[src/design/chiplet_types_pkg.sv]
package chiplet_types_pkg;

    localparam int FLIT_WIDTH = 32;

    // ~~~~~~~~~~~~~~~~~~~~
    // bus register map
    // ~~~~~~~~~~~~~~~~~~~~

    localparam logic [31:0] ADDR_TX_DATA = 32'h0000_0000;  // write pushes a flit to transmit
    localparam logic [31:0] ADDR_RX_DATA = 32'h0000_0004;  // read pops the receive queue

    // status word layout
    //   [7:0]   transmit queue count
    //   [15:8]  receive queue count
    //   [16]    receive queue empty
    localparam logic [31:0] ADDR_STATUS = 32'h0000_0008;

    // ~~~~~~~~~~~~~~~~~~~~
    // flit word
    // ~~~~~~~~~~~~~~~~~~~~

    // the first flit of a packet is read through the head view and
    // every flit after it is plain payload
    typedef union packed {
        struct packed {
            logic [1:0]  dest_id;
            logic [1:0]  src_id;
            logic [3:0]  length;     // payload flits that follow the head
            logic [23:0] reserved;
        } head;
        logic [FLIT_WIDTH-1:0] payload;
    } flit_t;

endpackage

[src/design/switch_cfg_pkg.sv]
package switch_cfg_pkg;

    // id of this node on the chiplet network
    localparam int NODE_ID = 1;

    // port 0 is the local endpoint, port 1 goes to the neighbour
    localparam int NUM_PORTS = 2;

    // ~~~~~~~~~~~~~~~~~~~~
    // buffering
    // ~~~~~~~~~~~~~~~~~~~~

    localparam int BUFFER_SIZE = 8;  // switch input depth and the neighbour's starting credits
    localparam int QUEUE_DEPTH = 8;  // endpoint transmit and receive queues

    // fifo counts carry one extra bit on top of this
    localparam int COUNT_WIDTH = 4;

endpackage

[src/design/endpoint.sv]
`timescale 1ns/1ps

module endpoint (
    input  logic                                          clk,
    input  logic                                          arst_n,
    // processor bus
    input  logic                                          wen,
    input  logic                                          ren,
    input  logic [31:0]                                   addr,
    input  logic [chiplet_types_pkg::FLIT_WIDTH-1:0]      wdata,
    input  logic [chiplet_types_pkg::FLIT_WIDTH/8-1:0]    strobe,
    output logic [chiplet_types_pkg::FLIT_WIDTH-1:0]      rdata,
    output logic                                          error,
    output logic                                          request_stall,
    // switch port 0
    output chiplet_types_pkg::flit_t                      ep_flit,
    output logic                                          ep_valid,
    input  logic                                          ep_ready,
    input  chiplet_types_pkg::flit_t                      sw_flit,
    input  logic                                          sw_valid,
    output logic                                          sw_space
);

    logic sel_tx;
    logic sel_rx;
    logic sel_status;
    logic unmapped;
    logic full_strobe;

    chiplet_types_pkg::flit_t tx_in;
    chiplet_types_pkg::flit_t rx_head;

    logic                                 tx_push;
    logic                                 tx_pop;
    logic                                 tx_empty;
    logic                                 tx_full;
    logic [switch_cfg_pkg::COUNT_WIDTH:0] tx_count;

    logic                                 rx_pop;
    logic                                 rx_empty;
    logic                                 rx_full;
    logic [switch_cfg_pkg::COUNT_WIDTH:0] rx_count;

    // ~~~~~~~~~~~~~~~~~~~~
    // address decode
    // ~~~~~~~~~~~~~~~~~~~~

    assign sel_tx      = (addr == chiplet_types_pkg::ADDR_TX_DATA);
    assign sel_rx      = (addr == chiplet_types_pkg::ADDR_RX_DATA);
    assign sel_status  = (addr == chiplet_types_pkg::ADDR_STATUS);
    assign unmapped    = !(sel_tx || sel_rx || sel_status);
    assign full_strobe = &strobe;  // partial flit writes are refused

    // the bus holds the write while the queue is full
    assign request_stall = wen && sel_tx && full_strobe && tx_full;

    always_comb begin
        error = 1'b0;
        if (wen) begin
            error = unmapped || sel_rx || sel_status || (sel_tx && !full_strobe);
        end else if (ren) begin
            error = unmapped || (sel_rx && rx_empty);
        end
    end

    always_comb begin
        rdata = '0;
        if (ren && sel_rx) begin
            rdata = rx_head.payload;
        end else if (ren && sel_status) begin
            rdata = {15'd0, rx_empty, 8'(rx_count), 8'(tx_count)};
        end
    end

    // ~~~~~~~~~~~~~~~~~~~~
    // transmit queue
    // ~~~~~~~~~~~~~~~~~~~~

    assign tx_in.payload = wdata;
    assign tx_push       = wen && sel_tx && full_strobe && !tx_full;
    assign tx_pop        = ep_valid && ep_ready;
    assign ep_valid      = !tx_empty;  // head of queue goes straight to the switch

    flit_fifo #(
        .DEPTH(switch_cfg_pkg::QUEUE_DEPTH)
    ) tx_queue (
        .clk      (clk),
        .arst_n   (arst_n),
        .push     (tx_push),
        .push_flit(tx_in),
        .pop      (tx_pop),
        .head_flit(ep_flit),
        .empty    (tx_empty),
        .full     (tx_full),
        .count    (tx_count)
    );

    // ~~~~~~~~~~~~~~~~~~~~
    // receive queue
    // ~~~~~~~~~~~~~~~~~~~~

    assign sw_space = !rx_full;                  // switch only sends while this is high
    assign rx_pop   = ren && sel_rx && !rx_empty;

    flit_fifo #(
        .DEPTH(switch_cfg_pkg::QUEUE_DEPTH)
    ) rx_queue (
        .clk      (clk),
        .arst_n   (arst_n),
        .push     (sw_valid),
        .push_flit(sw_flit),
        .pop      (rx_pop),
        .head_flit(rx_head),
        .empty    (rx_empty),
        .full     (rx_full),
        .count    (rx_count)
    );

endmodule

[src/design/flit_fifo.sv]
`timescale 1ns/1ps

module flit_fifo #(
    parameter int DEPTH = 8
) (
    input  logic                                 clk,
    input  logic                                 arst_n,
    input  logic                                 push,
    input  chiplet_types_pkg::flit_t             push_flit,
    input  logic                                 pop,
    output chiplet_types_pkg::flit_t             head_flit,
    output logic                                 empty,
    output logic                                 full,
    output logic [switch_cfg_pkg::COUNT_WIDTH:0] count
);

    chiplet_types_pkg::flit_t mem [DEPTH];

    logic [$clog2(DEPTH)-1:0] rd_ptr;
    logic [$clog2(DEPTH)-1:0] wr_ptr;
    logic                     do_push;
    logic                     do_pop;

    assign empty = (count == '0);
    assign full  = (count == (switch_cfg_pkg::COUNT_WIDTH + 1)'(DEPTH));

    assign do_pop  = pop && !empty;
    assign do_push = push && (!full || do_pop);  // a pop in the same cycle frees the slot

    assign head_flit = mem[rd_ptr];  // visible one cycle after the push

    always_ff @(posedge clk or negedge arst_n) begin
        if (!arst_n) begin
            rd_ptr <= '0;
            wr_ptr <= '0;
            count  <= '0;
        end else begin
            if (do_push) begin
                wr_ptr <= (wr_ptr == ($clog2(DEPTH))'(DEPTH - 1)) ? '0 : wr_ptr + 1'b1;
            end
            if (do_pop) begin
                rd_ptr <= (rd_ptr == ($clog2(DEPTH))'(DEPTH - 1)) ? '0 : rd_ptr + 1'b1;
            end
            case ({do_push, do_pop})
                2'b10:   count <= count + 1'b1;
                2'b01:   count <= count - 1'b1;
                default: count <= count;
            endcase
        end
    end

    // storage
    always_ff @(posedge clk) begin
        if (do_push) begin
            mem[wr_ptr] <= push_flit;
        end
    end

endmodule

[src/design/switch.sv]
`timescale 1ns/1ps

module switch (
    input  logic                     clk,
    input  logic                     arst_n,
    // port 0, local endpoint
    input  chiplet_types_pkg::flit_t ep_flit,
    input  logic                     ep_valid,
    output logic                     ep_ready,
    output chiplet_types_pkg::flit_t sw_flit,
    output logic                     sw_valid,
    input  logic                     sw_space,
    // port 1, neighbouring chiplet
    input  chiplet_types_pkg::flit_t in_flit,
    input  logic                     data_ready_in,
    output logic                     buffer_available,
    output chiplet_types_pkg::flit_t out_flit,
    output logic                     data_ready_out,
    input  logic                     credit_granted
);

    chiplet_types_pkg::flit_t in_data [switch_cfg_pkg::NUM_PORTS];
    chiplet_types_pkg::flit_t in_head [switch_cfg_pkg::NUM_PORTS];

    logic [switch_cfg_pkg::NUM_PORTS-1:0] in_push;
    logic [switch_cfg_pkg::NUM_PORTS-1:0] in_pop;
    logic [switch_cfg_pkg::NUM_PORTS-1:0] in_empty;
    logic [switch_cfg_pkg::COUNT_WIDTH:0] in_count [switch_cfg_pkg::NUM_PORTS];

    // per input route state
    logic                                         in_locked [switch_cfg_pkg::NUM_PORTS];
    logic [$clog2(switch_cfg_pkg::NUM_PORTS)-1:0] in_route  [switch_cfg_pkg::NUM_PORTS];
    logic [$clog2(switch_cfg_pkg::NUM_PORTS)-1:0] in_target [switch_cfg_pkg::NUM_PORTS];
    logic [3:0]                                   in_remain [switch_cfg_pkg::NUM_PORTS];

    // per output arbitration
    logic [switch_cfg_pkg::NUM_PORTS-1:0]         out_ready;
    logic [switch_cfg_pkg::NUM_PORTS-1:0]         out_grant;
    logic [switch_cfg_pkg::NUM_PORTS-1:0]         out_fire;
    logic [$clog2(switch_cfg_pkg::NUM_PORTS)-1:0] grant_idx [switch_cfg_pkg::NUM_PORTS];
    logic [$clog2(switch_cfg_pkg::NUM_PORTS)-1:0] rr_last   [switch_cfg_pkg::NUM_PORTS];

    logic [switch_cfg_pkg::COUNT_WIDTH-1:0] credit_count;  // free slots in the neighbour

    assign in_data[0] = ep_flit;
    assign in_push[0] = ep_valid && ep_ready;
    assign in_data[1] = in_flit;
    assign in_push[1] = data_ready_in;  // sender honours buffer_available

    assign ep_ready         = in_count[0] < (switch_cfg_pkg::COUNT_WIDTH + 1)'(switch_cfg_pkg::BUFFER_SIZE);
    assign buffer_available = in_count[1] < (switch_cfg_pkg::COUNT_WIDTH + 1)'(switch_cfg_pkg::BUFFER_SIZE);

    // ~~~~~~~~~~~~~~~~~~~~
    // input buffers and routing
    // ~~~~~~~~~~~~~~~~~~~~

    for (genvar p = 0; p < switch_cfg_pkg::NUM_PORTS; p++) begin : g_in
        flit_fifo #(
            .DEPTH(switch_cfg_pkg::BUFFER_SIZE)
        ) in_buf (
            .clk      (clk),
            .arst_n   (arst_n),
            .push     (in_push[p]),
            .push_flit(in_data[p]),
            .pop      (in_pop[p]),
            .head_flit(in_head[p]),
            .empty    (in_empty[p]),
            .full     (),
            .count    (in_count[p])
        );

        // anything not addressed to this node leaves on port 1
        assign in_target[p] = in_locked[p] ? in_route[p] :
            ($clog2(switch_cfg_pkg::NUM_PORTS))'(in_head[p].head.dest_id != 2'(switch_cfg_pkg::NODE_ID));

        always_ff @(posedge clk or negedge arst_n) begin
            if (!arst_n) begin
                in_locked[p] <= 1'b0;
                in_route[p]  <= '0;
                in_remain[p] <= '0;
            end else if (in_pop[p]) begin
                if (!in_locked[p]) begin  // head flit leaving
                    in_locked[p] <= (in_head[p].head.length != '0);
                    in_route[p]  <= in_target[p];
                    in_remain[p] <= in_head[p].head.length;
                end else begin
                    in_remain[p] <= in_remain[p] - 1'b1;
                    if (in_remain[p] == 4'd1) begin
                        in_locked[p] <= 1'b0;
                    end
                end
            end
        end
    end

    // ~~~~~~~~~~~~~~~~~~~~
    // output arbitration
    // ~~~~~~~~~~~~~~~~~~~~

    always_comb begin
        logic held;
        int   cand;
        held = 1'b0;
        cand = 0;
        for (int o = 0; o < switch_cfg_pkg::NUM_PORTS; o++) begin
            out_grant[o] = 1'b0;
            grant_idx[o] = '0;
            held         = 1'b0;
            // an open packet keeps its output until the tail
            for (int i = 0; i < switch_cfg_pkg::NUM_PORTS; i++) begin
                if (in_locked[i] && int'(in_route[i]) == o) begin
                    held         = 1'b1;
                    grant_idx[o] = ($clog2(switch_cfg_pkg::NUM_PORTS))'(i);
                    out_grant[o] = !in_empty[i];
                end
            end
            if (!held) begin
                for (int k = 1; k <= switch_cfg_pkg::NUM_PORTS; k++) begin
                    cand = (int'(rr_last[o]) + k) % switch_cfg_pkg::NUM_PORTS;
                    if (!out_grant[o] && !in_empty[cand] && int'(in_target[cand]) == o) begin
                        out_grant[o] = 1'b1;
                        grant_idx[o] = ($clog2(switch_cfg_pkg::NUM_PORTS))'(cand);
                    end
                end
            end
        end
    end

    assign out_ready[0] = sw_space;
    assign out_ready[1] = (credit_count != '0);
    assign out_fire     = out_grant & out_ready;

    always_comb begin
        in_pop = '0;
        for (int o = 0; o < switch_cfg_pkg::NUM_PORTS; o++) begin
            if (out_fire[o]) begin
                in_pop[grant_idx[o]] = 1'b1;
            end
        end
    end

    always_ff @(posedge clk or negedge arst_n) begin
        if (!arst_n) begin
            for (int o = 0; o < switch_cfg_pkg::NUM_PORTS; o++) begin
                rr_last[o] <= '0;
            end
        end else begin
            for (int o = 0; o < switch_cfg_pkg::NUM_PORTS; o++) begin
                if (out_fire[o]) begin
                    rr_last[o] <= grant_idx[o];
                end
            end
        end
    end

    // credits saturate at the neighbour's buffer size
    always_ff @(posedge clk or negedge arst_n) begin
        if (!arst_n) begin
            credit_count <= (switch_cfg_pkg::COUNT_WIDTH)'(switch_cfg_pkg::BUFFER_SIZE);
        end else if (credit_granted && !out_fire[1]) begin
            if (credit_count < (switch_cfg_pkg::COUNT_WIDTH)'(switch_cfg_pkg::BUFFER_SIZE)) begin
                credit_count <= credit_count + 1'b1;
            end
        end else if (!credit_granted && out_fire[1]) begin
            credit_count <= credit_count - 1'b1;
        end
    end

    assign sw_valid       = out_fire[0];
    assign sw_flit        = in_head[grant_idx[0]];
    assign data_ready_out = out_fire[1];
    assign out_flit       = in_head[grant_idx[1]];

endmodule

[src/design/switch_endpoint_wrapper.sv]
`timescale 1ns/1ps

module switch_endpoint_wrapper (
    input  logic                                       clk,
    input  logic                                       arst_n,
    // processor bus
    input  logic                                       wen,
    input  logic                                       ren,
    input  logic [31:0]                                addr,
    input  logic [chiplet_types_pkg::FLIT_WIDTH-1:0]   wdata,
    input  logic [chiplet_types_pkg::FLIT_WIDTH/8-1:0] strobe,
    output logic [chiplet_types_pkg::FLIT_WIDTH-1:0]   rdata,
    output logic                                       error,
    output logic                                       request_stall,
    // neighbouring chiplet on switch port 1
    input  chiplet_types_pkg::flit_t                   in_flit,
    input  logic                                       data_ready_in,
    output chiplet_types_pkg::flit_t                   out_flit,
    output logic                                       data_ready_out,
    output logic                                       buffer_available,
    input  logic                                       credit_granted
);

    // endpoint to switch port 0
    chiplet_types_pkg::flit_t ep_flit;
    logic                     ep_valid;
    logic                     ep_ready;
    chiplet_types_pkg::flit_t sw_flit;
    logic                     sw_valid;
    logic                     sw_space;

    endpoint endpoint1 (
        .clk          (clk),
        .arst_n       (arst_n),
        .wen          (wen),
        .ren          (ren),
        .addr         (addr),
        .wdata        (wdata),
        .strobe       (strobe),
        .rdata        (rdata),
        .error        (error),
        .request_stall(request_stall),
        .ep_flit      (ep_flit),
        .ep_valid     (ep_valid),
        .ep_ready     (ep_ready),
        .sw_flit      (sw_flit),
        .sw_valid     (sw_valid),
        .sw_space     (sw_space)
    );

    switch switch1 (
        .clk             (clk),
        .arst_n          (arst_n),
        .ep_flit         (ep_flit),
        .ep_valid        (ep_valid),
        .ep_ready        (ep_ready),
        .sw_flit         (sw_flit),
        .sw_valid        (sw_valid),
        .sw_space        (sw_space),
        .in_flit         (in_flit),
        .data_ready_in   (data_ready_in),
        .buffer_available(buffer_available),
        .out_flit        (out_flit),
        .data_ready_out  (data_ready_out),
        .credit_granted  (credit_granted)
    );

endmodule

[config.mk]
export PLATFORM = sky130hd
export DESIGN_NAME = switch_endpoint_wrapper
export DESIGN_NICKNAME = d
export VERILOG_FILES = /design/src/design/chiplet_types_pkg.sv /design/src/design/switch_cfg_pkg.sv /design/src/design/endpoint.sv /design/src/design/flit_fifo.sv /design/src/design/switch.sv /design/src/design/switch_endpoint_wrapper.sv
export SDC_FILE = /design/constraint.sdc
export NUM_CORES = 1
export LEC_CHECK = 0
export BUFFER_PORTS_ARGS = -buffer_cell sky130_fd_sc_hd__buf_2
export CORE_MARGIN = 4
export CORE_UTILIZATION = 40
export DETAILED_ROUTE_END_ITERATION = 16
export PLACE_DENSITY = 0.66
export SLEW_MARGIN = 25
export SYNTH_ARGS = -nofsm -noshare
export SYNTH_HDL_FRONTEND = slang
export SYNTH_HIERARCHICAL = 1
export SYNTH_SLANG_ARGS = --single-unit
[constraint.sdc]
create_clock -name clk -period 6 [get_ports clk]
set_clock_uncertainty 0.2 [all_clocks]
set_input_delay 0.6 -clock clk [delete_from_list [all_inputs] [get_ports clk]]
set_output_delay 0.6 -clock clk [all_outputs]
set_load 0.02 [all_outputs]
; Yosys cells after proc, flatten, opt, wreduce, memory -nomap -nowiden
; Memory sizes are Yosys's and may differ from the RTL's.
; Index checks and enable logic that the tools add are counted.
[word_totals]
reg_bits = 62
mem_bits_rw = 1024
inputBits = 106
out_inout_bits = 68
wordCells = 287
mem_count = 4
[memory_table]
columns = name, depth, word_bits, read_ports, rd_clocked_by_memory_dff, wr, line
row1 = endpoint1.rx_queue.mem, 8, 32, 1, 0, 1, flit_fifo.sv:17  ; chiplet_types_pkg::flit_t mem [DEPTH];
row2 = endpoint1.tx_queue.mem, 8, 32, 1, 0, 1, flit_fifo.sv:17
row3 = switch1.g_in[0].in_buf.mem, 8, 32, 1, 0, 1, flit_fifo.sv:17
row4 = switch1.g_in[1].in_buf.mem, 8, 32, 1, 0, 1, flit_fifo.sv:17
[classes]
n_addsub = 24
magnitude_cmp = 17
n_eq_ne = 27
mux = 95
n_bitwise = 18
n_reduce_logical = 81
[op_table]
columns = cell, count
row1 = $mux W32, 7
row2 = $ge A32 B2 Y1 const B, 4
row3 = $not A32 Y32, 4
row4 = $mux W1, 66
row5 = $pmux W5 S2, 4
row6 = $logic_and A1 B1 Y1, 34
row7 = $eq A32 B3 Y1 const B, 1
row8 = $eq A32 B4 Y1 const B, 1
row9 = $logic_not A32 Y1, 1
row10 = $add A3 B1 Y3 const B, 8
row11 = $eq A3 B3 Y1 const B, 8
row12 = $mux W3, 8
row13 = $add A5 B1 Y5 const B, 4
row14 = $eq A5 B4 Y1 const B, 4
row15 = $logic_not A1 Y1, 20
row16 = $logic_not A5 Y1, 4
row17 = $mux W4, 5
row18 = $sub A5 B1 Y5 const B, 4
row19 = $mux W17, 1
row20 = $lt A2 B3 Y1 const B, 4
row21 = $reduce_bool A4 Y1, 3
row22 = $sub A4 B1 Y4 const B, 3
row23 = $logic_or A1 B1 Y1, 10
row24 = $lt A5 B4 Y1 const B, 2
row25 = other kinds (21), 52

; Logic depth before layout (Yosys ltp)
; Gate-level depths: netlist of run 1.
[depth]
depth_word = 27
ltp_mapped = 18
depth_no_buf = 15

; Cells and area by module
; Netlist of run 1, hierarchy kept.
[modules_own_cells]
columns = module, instances, cells_each, area_per_inst_um2, seq_area_each_um2
row1 = flit_fifo (endpoint1.rx_queue ...), 3, 450, 10380.0, 7962.6
row2 = flit_fifo (switch1.g_in[1].in_buf), 1, 460, 10393.7, 7962.6
row3 = switch, 1, 214, 1991.9, 451.7
row4 = endpoint, 1, 76, 465.4, 0.0

; Worst setup path after synthesis of run 1
; No wires, ideal clock.
[synth_path]
path_kind = reg2reg
startpoint = reg switch1.g_in[1].in_buf.rd_ptr[0]
endpoint = mem switch1/g_in[1].in_buf/mem[0][0] in the netlist's numbering, enable pin
setup_ps = 461
arrival_time_ps = 5720
required_ps = 5339
setup_slack_ps = -381
stages_incl_launch_ff = 14
n_path_buf = 3
synth_period_minus_slack_ps = 6381
cell_sequence = dfrtp_1 -> buf_2 -> buf_2 -> mux4_2 -> mux2_2 -> or4b_4 -> a311oi_2 -> nor2_1 -> o22a_4 -> clkinv_4 -> clkbuf_1 -> or3_2 -> nand2b_1 -> nor3_1
[synth_lines]
columns = item, line
row1 = "start, declared", flit_fifo.sv:19  ; logic [$clog2(DEPTH)-1:0] rd_ptr;
row2 = "start signal, assigned", flit_fifo.sv:42  ; rd_ptr <= (rd_ptr == ($clog2(DEPTH))'(DEPTH - 1)) ? '0 : rd_ptr + 1'b1;
row3 = "end, declared", flit_fifo.sv:17

==> impl_metrics.env, run 1 <==
export IMPL_rows=121
export IMPL_crit_path_end_kind="flop"
export IMPL_postCtsResizedCells=0
export IMPL_ios=174
export IMPL_slew_violations=0
export IMPL_final_min_clock_period_ns=5.18
export IMPL_post_route_period_util=0.863
export IMPL_grt_total_usage=0.168
export IMPL_core_um2=109000
export IMPL_syn2layout_area_growth_pct=16.4
export IMPL_worstSetupEndpoint="switch1/g_in[0].in_buf/count[4]"
export IMPL_synth_fp_nets=2246
export IMPL_drv_cap=0
export IMPL_die_h_um=340
export IMPL_synth_area_um2=44000
export IMPL_intPower_w=0.0154
export IMPL_clkTransAtPathRegs_ns=0.06
export IMPL_pre_cts_ws_ns=0.746
export IMPL_via_count=21456
export IMPL_min_path_type="input pin to flop"
export IMPL_setup_viol=0
export IMPL_clock_fmax_mhz=193
export IMPL_rsz0062_at_grt="false"
export IMPL_antenna_left=0
export IMPL_status="completed"
export IMPL_cp_startpoint="switch1/g_in[1].in_buf/rd_ptr[0]"
export IMPL_gp_congestion=0.809
export IMPL_die_x_um=340
export IMPL_drt_initial_drc_count=1967
export IMPL_clkLatencyLatePin_ns=0.68
export IMPL_tightest_slew_ns=1.02
export IMPL_start_util=0.404
export IMPL_grt_max_degree=67
export IMPL_p_seq_frac=0.454
export IMPL_tns_ns=0
export IMPL_routed_wl_um=96700
export IMPL_start_kind="flop"
export IMPL_r2r_start="switch1/g_in[1].in_buf/rd_ptr[0]"
export IMPL_pwr_share_comb=0.240
export IMPL_rr_worst_depth=13
export IMPL_cts_num_sinks=1086
export IMPL_grt_pass1_wl_um=145000
export IMPL_finalNetCount=2555
export IMPL_slew_limit_headroom=0.321
export IMPL_switching_share=0.294
export IMPL_antenna_found_initial=7
export IMPL_detail_route_wl_per_cell_um=24.7
export IMPL_reg2reg_to="switch1/g_in[0].in_buf/count[4]"
export IMPL_ctsHtreeMaxLevel=3
export IMPL_route_detailed_drc=0
export IMPL_timing_worst_setup_path_type="flop to flop"
export IMPL_rrSetupSlack_ns=0.82
export IMPL_multi_input_area_um2=11300
export IMPL_hold_violations=0
export IMPL_post_synth_cell_area_avg_um2=21.0
export IMPL_port_buffer_count=173
export IMPL_finalPower_w=0.0219
export IMPL_dr_pass1_iters=5
export IMPL_hold_slack_ns=0.174
export IMPL_required_ns=6.35
export IMPL_cts_setup_buffers=0
export IMPL_numCtsBuffers=106
export IMPL_cp_max_fo=23
export IMPL_crit_arrival_ns=5.53
export IMPL_clock_path_buffers=3
export IMPL_cts_tree="done"
export IMPL_clock_power_share=0.306
export IMPL_ir_drop_mv=0.291
export IMPL_place_hpwl_um=60600
export IMPL_yosysWarnings=6
export IMPL_nFillCells=8839
export IMPL_seq_area_um2=32300
export IMPL_drive_gt1_frac=0.371
export IMPL_clock_tree_root_cell="clkbuf_16"
export IMPL_p_per_area_nw_per_um2=427
export IMPL_finalInstanceArea_um2=51200
export IMPL_place_area_um2=47000
export IMPL_synthCells=2098
export IMPL_globalRouteOverflowTotal=0
export IMPL_switching_power_w=0.00642
export IMPL_first_global_vias=22441
export IMPL_via_per_inst=5.48
export IMPL_p_leak_nw=16.6
export IMPL_fin_ws_ns=0.819
export IMPL_die_area_um2=115000
-- through the flow --
step                      utilization  cells
after global routing            0.470   3911
after detailed placement        0.431   3647
final                           0.470   3912
after floorplan                     -   2098
after global placement          0.430   3642
after CTS                       0.469   3909
-- flip-flops by register name (all words and copies together), names as in the netlist --
| signal | count |
|---|---|
| switch1/in_remain | 8 |
| switch1/g_in.in_buf/wr_ptr | 6 |
| switch1/rr_last | 2 |
| endpoint1/rx_queue/rd_ptr | 3 |
| switch1/credit_count | 4 |
| endpoint1/rx_queue/wr_ptr | 3 |
| endpoint1/tx_queue/wr_ptr | 3 |
| endpoint1/rx_queue/mem | 256 |
| switch1/in_locked | 2 |
| endpoint1/rx_queue/count | 5 |
| switch1/g_in.in_buf/mem | 512 |
| endpoint1/tx_queue/count | 5 |
| endpoint1/tx_queue/rd_ptr | 3 |
| switch1/in_route | 2 |
| endpoint1/tx_queue/mem | 256 |
| switch1/g_in.in_buf/rd_ptr | 6 |
| switch1/g_in.in_buf/count | 10 |
-- layout by cell type, fill, tap and decap left out, types with 8 or more instances in the layout --
master / instances
a21oi_1: 19
a22oi_1: 12
and2_1: 23
buf_2: 172
buf_4: 55
bufinv_16: 15
clkbuf_1: 19
clkbuf_16: 106
clkinv_1: 23
clkinv_2: 19
dfrtp_1: 53
dlygate4sd3_1: 66
edfxtp_1: 1024
ha_1: 37
inv_1: 30
mux2_2: 205
mux4_2: 256
nand2_1: 36
nand2b_1: 11
nand3_1: 17
nor2_1: 37
nor2_4: 15
nor2b_1: 9
nor3_2: 13
nor3b_1: 15
nor4_1: 9
o21ai_0: 25
or4_1: 8
-- area by class of cell --
| cell class | count | share of cell area |
|---|---|---|
| flip-flops and latches | 1086 | 0.632 |
| well taps | 1414 | 0.0346 |
| diodes | 3 | 0.000147 |
| repair buffers | 298 | 0.0405 |
| multi-input cells | 883 | 0.222 |
| clock buffers | 127 | 0.0538 |
| clock inverters | 69 | 0.0154 |
| inverters | 32 | 0.00244 |
-- worst min path at each step --
stage | endpoint | depth (start not counted) | slack [ns] | from
floorplan | endpoint1/rx_queue/count[0] | 0 | 0.10 | arst_n
global placement | switch1/in_remain[5] | 2 | 0.29 | switch1/in_remain[5]
detailed placement | switch1/rr_last[0] | 2 | 0.29 | switch1/rr_last[0]
CTS | switch1/g_in[1].in_buf/count[2] | 3 | 0.13 | data_ready_in
global route | switch1/g_in[1].in_buf/count[2] | 3 | 0.16 | data_ready_in
finish | switch1/g_in[1].in_buf/count[2] | 3 | 0.17 | data_ready_in
-- power groups by stage --
stage / registers [W] / clock network (W) / logic [W]
floorplan: 0.00990 / 0 / 0.00335
global placement: 0.0100 / 0 / 0.00504
detailed placement: 0.0101 / 0 / 0.00526
CTS: 0.00994 / 0.00683 / 0.00532
global route: 0.0100 / 0.00719 / 0.00563
finish: 0.00993 / 0.00668 / 0.00525
-- what timing repair did --
action                     CTS  global route
hold buffers                66             0
hold endpoints to repair   535             0
setup endpoints to repair    0             0
-- worst max-delay path, stage by stage, from the launching register on --
cell,delay [ns]
dfrtp_4,0.69
mux4_2,0.56
mux2_2,0.35
or4b_4,0.57
nor3_1,0.18
nor4_1,0.08
a21oi_2,0.17
inv_1,0.13
o31ai_4,0.35
ha_1,0.42
ha_1,0.37
or4b_2,0.69
o311ai_0,0.14
o211ai_1,0.14
-- per-layer routing --
| layer | track usage | share of wire | vias up | wire [um] |
|---|---|---|---|---|
| met5 | 0 | 0.00013 | - | 13 |
| met2 | 0.276 | 0.49 | 598 | 47700 |
| li1 | - | - | 9343 | - |
| met3 | 0.0334 | 0.058 | 152 | 5640 |
| met4 | 0.0612 | 0.035 | 2 | 3430 |
| met1 | 0.222 | 0.41 | 11361 | 40000 |
No activity file was read; power rests on OpenSTA's default activity.
==> run 2: changes to the inputs <==
Settings changed: PLACE_DENSITY 0.66 to 0.64.
Clock period 6 ns to 6.1 ns, I/O delays scaled along.
==> impl_metrics.env, run 2 (synthesized netlist as in run 1, its figures left out) <==
export IMPL_ctsHtreeMaxLevel=3
export IMPL_core_um2=109000
export IMPL_p_leak_nw=16.6
export IMPL_cts_tree="done"
export IMPL_timing_worst_setup_path_type="flop to flop"
export IMPL_crit_arrival_ns=5.86
export IMPL_clkTransAtPathRegs_ns=0.06
export IMPL_min_path_type="input pin to flop"
export IMPL_rrSetupSlack_ns=0.59
export IMPL_grt_max_degree=63
export IMPL_rsz0062_at_grt="false"
export IMPL_pre_cts_ws_ns=0.629
export IMPL_seq_area_um2=32300
export IMPL_pwr_share_comb=0.240
export IMPL_die_x_um=340
export IMPL_grt_pass1_wl_um=147000
export IMPL_clkLatencyLatePin_ns=0.68
export IMPL_finalPower_w=0.0217
export IMPL_final_common_cell="edfxtp_1"
export IMPL_detail_route_wl_per_cell_um=25.1
export IMPL_hold_slack_ns=0.0593
export IMPL_die_area_um2=115000
export IMPL_top_register="switch1/g_in.in_buf/mem"
export IMPL_clock_fmax_mhz=181
export IMPL_cp_max_fo=15
export IMPL_final_cell_mix="edfxtp_1, mux4_2, mux2_2, buf_2, clkbuf_16"
export IMPL_via_per_inst=5.46
export IMPL_syn2layout_area_growth_pct=16.2
export IMPL_numCtsBuffers=110
export IMPL_drt_initial_drc_count=1612
export IMPL_clock_path_buffers=3
export IMPL_route_detailed_drc=0
export IMPL_fin_ws_ns=0.586
export IMPL_switching_share=0.295
export IMPL_place_hpwl_um=60500
export IMPL_routed_wl_um=98100
export IMPL_dr_pass1_iters=7
export IMPL_tightest_slew_ns=1.09
export IMPL_drv_cap=0
export IMPL_status="completed"
export IMPL_postCtsResizedCells=0
export IMPL_slew_violations=0
export IMPL_port_buffer_count=173
export IMPL_first_global_vias=22690
export IMPL_multi_input_area_um2=11300
export IMPL_start_kind="flop"
export IMPL_drive_gt1_frac=0.371
export IMPL_via_count=21348
export IMPL_reg_top3="switch1/g_in.in_buf/mem x512, endpoint1/rx_queue/mem x256, endpoint1/tx_queue/mem x256"
export IMPL_gp_congestion=0.839
export IMPL_place_area_um2=46800
export IMPL_setup_viol=0
export IMPL_hold_violations=0
export IMPL_required_ns=6.45
export IMPL_finalNetCount=2548
export IMPL_post_route_period_util=0.904
export IMPL_cts_setup_buffers=0
export IMPL_ios=174
export IMPL_switching_power_w=0.00640
export IMPL_antenna_found_initial=7
export IMPL_cts_num_sinks=1086
export IMPL_globalRouteOverflowTotal=0
export IMPL_p_per_area_nw_per_um2=424
export IMPL_crit_path_end_kind="flop"
export IMPL_intPower_w=0.0153
export IMPL_largest_reg_flops=512
export IMPL_p_seq_frac=0.449
export IMPL_ir_drop_mv=0.260
export IMPL_nFillCells=8915
export IMPL_clock_tree_root_cell="clkbuf_16"
export IMPL_rows=121
export IMPL_finalInstanceArea_um2=51100
export IMPL_start_util=0.404
export IMPL_die_h_um=340
export IMPL_clock_power_share=0.311
export IMPL_final_min_clock_period_ns=5.51
export IMPL_slew_limit_headroom=0.265
export IMPL_grt_total_usage=0.169
export IMPL_antenna_left=0
export IMPL_cts_hold_buf=65
## run 2: stage by stage
step                      std cells  utilization  setup TNS (ns)
after global routing           3911        0.469               0
after CTS                      3908        0.469               0
after global placement         3637        0.429               0
final                          3911        0.469               0
after detailed placement       3637        0.429               0
after floorplan                2098            -          -17.58
## run 2: worst max-delay path, stage by stage (launching register included)
cell,delay (ns)
dfrtp_4,0.60
mux4_2,0.54
mux2_2,0.29
nor2b_1,0.32
a211oi_1,0.15
o211ai_2,0.33
inv_2,0.12
a21oi_2,0.44
inv_1,0.24
o31ai_4,0.39
ha_1,0.42
ha_1,0.36
or4b_2,0.69
o311ai_0,0.15
o211ai_1,0.13
## run 2: final cells by class
class / count / area share
Antenna cell: 3 / 0.000147
Clock buffer: 132 / 0.0565
Clock inverter: 74 / 0.0151
Inverter: 32 / 0.00245
Multi-Input combinational cell: 883 / 0.222
Sequential cell: 1086 / 0.632
Tap cell: 1414 / 0.0346
Timing Repair Buffer: 287 / 0.0370
## run 2: final timing paths
check,depth (start not counted),endpoint,from
worst max-delay path,14,switch1/g_in[0].in_buf/count[4],switch1/g_in[0].in_buf/rd_ptr[0]
worst min-delay path,1,switch1/g_in[1].in_buf/mem[7][27],in_flit[27]
worst max register to register,14,switch1/g_in[0].in_buf/count[4],switch1/g_in[0].in_buf/rd_ptr[0]
worst min register to register,1,switch1/in_remain[7],switch1/in_remain[7]
max in group asynchronous,2,switch1/g_in[1].in_buf/rd_ptr[0],arst_n
min in group asynchronous,2,endpoint1/tx_queue/wr_ptr[1],arst_n
## run 2: per-layer routing
layer	global-route usage	share of wire
met2	0.294	0.51
met4	0.0395	0.020
met1	0.223	0.42
met5	0	0
met3	0.0319	0.054
## run 2: power groups by stage
stage / Combinational (W) / Clock (W) / Sequential, W
global placement: 0.00506 / 0 / 0.00983
CTS: 0.00525 / 0.00691 / 0.00974
floorplan: 0.00330 / 0 / 0.00974
finish: 0.00520 / 0.00676 / 0.00974
global route: 0.00554 / 0.00724 / 0.00981
detailed placement: 0.00520 / 0 / 0.00989
==> run 3: changes to the inputs <==
Settings changed: ABC_AREA set to 1, CELL_PAD_IN_SITES_DETAIL_PLACEMENT set to 1, CELL_PAD_IN_SITES_GLOBAL_PLACEMENT set to 1, PLACE_DENSITY 0.64 to 0.74.
==> impl_metrics.env, run 3 <==
export IMPL_status="completed"
export IMPL_finalNetCount=4608
export IMPL_port_buffer_count=173
export IMPL_start_kind="flop"
export IMPL_p_seq_frac=0.438
export IMPL_setup_viol=0
export IMPL_final_min_clock_period_ns=5.41
export IMPL_finalPower_w=0.0227
export IMPL_clock_power_share=0.292
export IMPL_grtUsageMet1=0.288
export IMPL_die_x_um=349
export IMPL_p_per_area_nw_per_um2=427
export IMPL_via_per_inst=5.33
export IMPL_reg2reg_to="switch1/g_in[1].in_buf/mem[1][22]"
export IMPL_r2r_start="switch1/g_in[1].in_buf/rd_ptr[0]"
export IMPL_top_register="switch1/g_in.in_buf/mem"
export IMPL_tns_ns=0
export IMPL_p_leak_nw=20.1
export IMPL_via_count=32347
export IMPL_cts_num_sinks=1086
export IMPL_start_util=0.405
export IMPL_required_ns=5.29
export IMPL_min_path_cells=1
export IMPL_detail_route_wl_per_cell_um=22.0
export IMPL_post_synth_cell_area_avg_um2=11.0
export IMPL_largest_reg_flops=512
export IMPL_gr_usage_met2=0.379
export IMPL_clkTransAtPathRegs_ns=0.06
export IMPL_min_path_type="input pin to flop"
export IMPL_globalRouteOverflowTotal=0
export IMPL_utilization=0.462
export IMPL_synth_fp_nets=4395
export IMPL_grt_max_degree=97
export IMPL_grt_busiest_layer="met2"
export IMPL_cp_startpoint="switch1/g_in[1].in_buf/rd_ptr[1]"
export IMPL_ctsHtreeMaxLevel=3
export IMPL_clock_fmax_mhz=185
export IMPL_rsz0062_at_grt="false"
export IMPL_switching_share=0.350
export IMPL_rrSetupSlack_ns=1.04
export IMPL_intPower_w=0.0147
export IMPL_drv_cap=0
export IMPL_hold_violations=0
export IMPL_synth_area_um2=46500
export IMPL_dr_pass1_iters=5
export IMPL_cp_max_fo=64
export IMPL_postCtsResizedCells=0
export IMPL_worstHoldStart="in_flit[26]"
export IMPL_first_global_vias=34147
export IMPL_cts_setup_buffers=0
export IMPL_route_detailed_drc=0
export IMPL_slew_violations=0
export IMPL_die_h_um=349
export IMPL_pwr_share_comb=0.270
export IMPL_ios=174
export IMPL_seq_area_um2=32300
export IMPL_place_hpwl_um=81100
export IMPL_rr_worst_depth=18
export IMPL_nFillCells=12268
export IMPL_final_cell_mix="nand2_1, edfxtp_1, nor2_1, o21ai_0"
export IMPL_drive_gt1_frac=0.117
export IMPL_cts_hold_buf=59
export IMPL_ir_drop_mv=0.323
export IMPL_place_area_um2=49000
export IMPL_tightest_slew_ns=1.01
export IMPL_clkLatencyLatePin_ns=0.72
export IMPL_slew_limit_headroom=0.327
export IMPL_crit_arrival_ns=4.60
export IMPL_multi_input_area_um2=12400
export IMPL_syn2layout_area_growth_pct=14.2
export IMPL_post_route_period_util=0.888
export IMPL_cts_tree="done"
export IMPL_antenna_left=0
export IMPL_timing_worst_setup_path_type="flop to primary output"
export IMPL_core_um2=115000
export IMPL_rows=124
export IMPL_grt_total_usage=0.216
export IMPL_final_common_cell="nand2_1"
export IMPL_grt_util_met3=0.0281
export IMPL_clock_tree_root_cell="clkbuf_16"
export IMPL_finalInstanceArea_um2=53100
export IMPL_clock_path_buffers=3
export IMPL_crit_path_end_kind="primary output"
export IMPL_gp_congestion=0.798
export IMPL_numCtsBuffers=112
export IMPL_switching_power_w=0.00792
export IMPL_die_area_um2=122000
export IMPL_yosysWarnings=6
export IMPL_hold_end="switch1/g_in[1].in_buf/mem[6][26]"
export IMPL_routed_wl_um=133000
export IMPL_synthCells=4247
export IMPL_reg_top3="switch1/g_in.in_buf/mem x512, endpoint1/rx_queue/mem x256, endpoint1/tx_queue/mem x256"
export IMPL_antenna_found_initial=9
export IMPL_grt_pass1_wl_um=203000
export IMPL_hold_slack_ns=0.0292
export IMPL_drt_initial_drc_count=2529
==> run 3: power groups by stage <==
stage | Combinational (W) | Sequential, W | Clock, W
after floorplan | 0.00369 | 0.00994 | 0
after global placement | 0.00575 | 0.0100 | 0
after detailed placement | 0.00601 | 0.0101 | 0
after CTS | 0.00610 | 0.00992 | 0.00673
after global routing | 0.00666 | 0.00999 | 0.00709
final | 0.00612 | 0.00992 | 0.00663
==> run 3: layer usage <==
| metal | wire length (um) | vias to the layer above |
|---|---|---|
| li1 | - | 14860 |
| met3 | 6760 | 161 |
| met1 | 56900 | 16548 |
| met5 | 26 | - |
| met4 | 2190 | 4 |
| met2 | 67400 | 774 |
==> run 3: final cells by class <==
cell class,instances,share of cell area
Sequential cell,1086,0.608
Multi-Input combinational cell,2754,0.233
Clock buffer,138,0.0546
Timing Repair Buffer,320,0.0428
Tap cell,1512,0.0356
Inverter,186,0.0133
Clock inverter,67,0.0117
Antenna cell,3,0.000141
==> run 3: per-stage QoR <==
stage	setup WS [ns]	cells
after floorplan	1.52	4247
after global placement	1.03	5791
after detailed placement	1.13	5798
after CTS	0.698	6062
after global routing	0.389	6064
final	0.686	6066
==> run 3: worst max-delay path, stage by stage, from the launching register on <==
cell and delay (ns):
dfrtp_2 0.56, inv_2 0.14, buf_4 0.46, a21oi_1 0.14
a31oi_1 0.36, inv_1 0.10, nand3_2 0.11, nand3_1 0.10
nand2_1 0.09, nand2_2 0.07, a21boi_1 0.15, nand2_2 0.09
nand2_2 0.07, buf_4 0.67, nand2_1 0.11, o21ai_1 0.36
buf_2 0.28
==> run 3: worst max-delay path by stage <==
stage / end / cells after the start
4_1_cts: out_flit[31] / 16
3_5_place_dp: switch1/g_in[0].in_buf/mem[1][0] / 19
2_1_floorplan: switch1/g_in[0].in_buf/mem[0][0] / 23
3_3_place_gp: switch1/g_in[1].in_buf/mem[1][11] / 17
5_1_grt: out_flit[31] / 19
6_report: out_flit[31] / 16
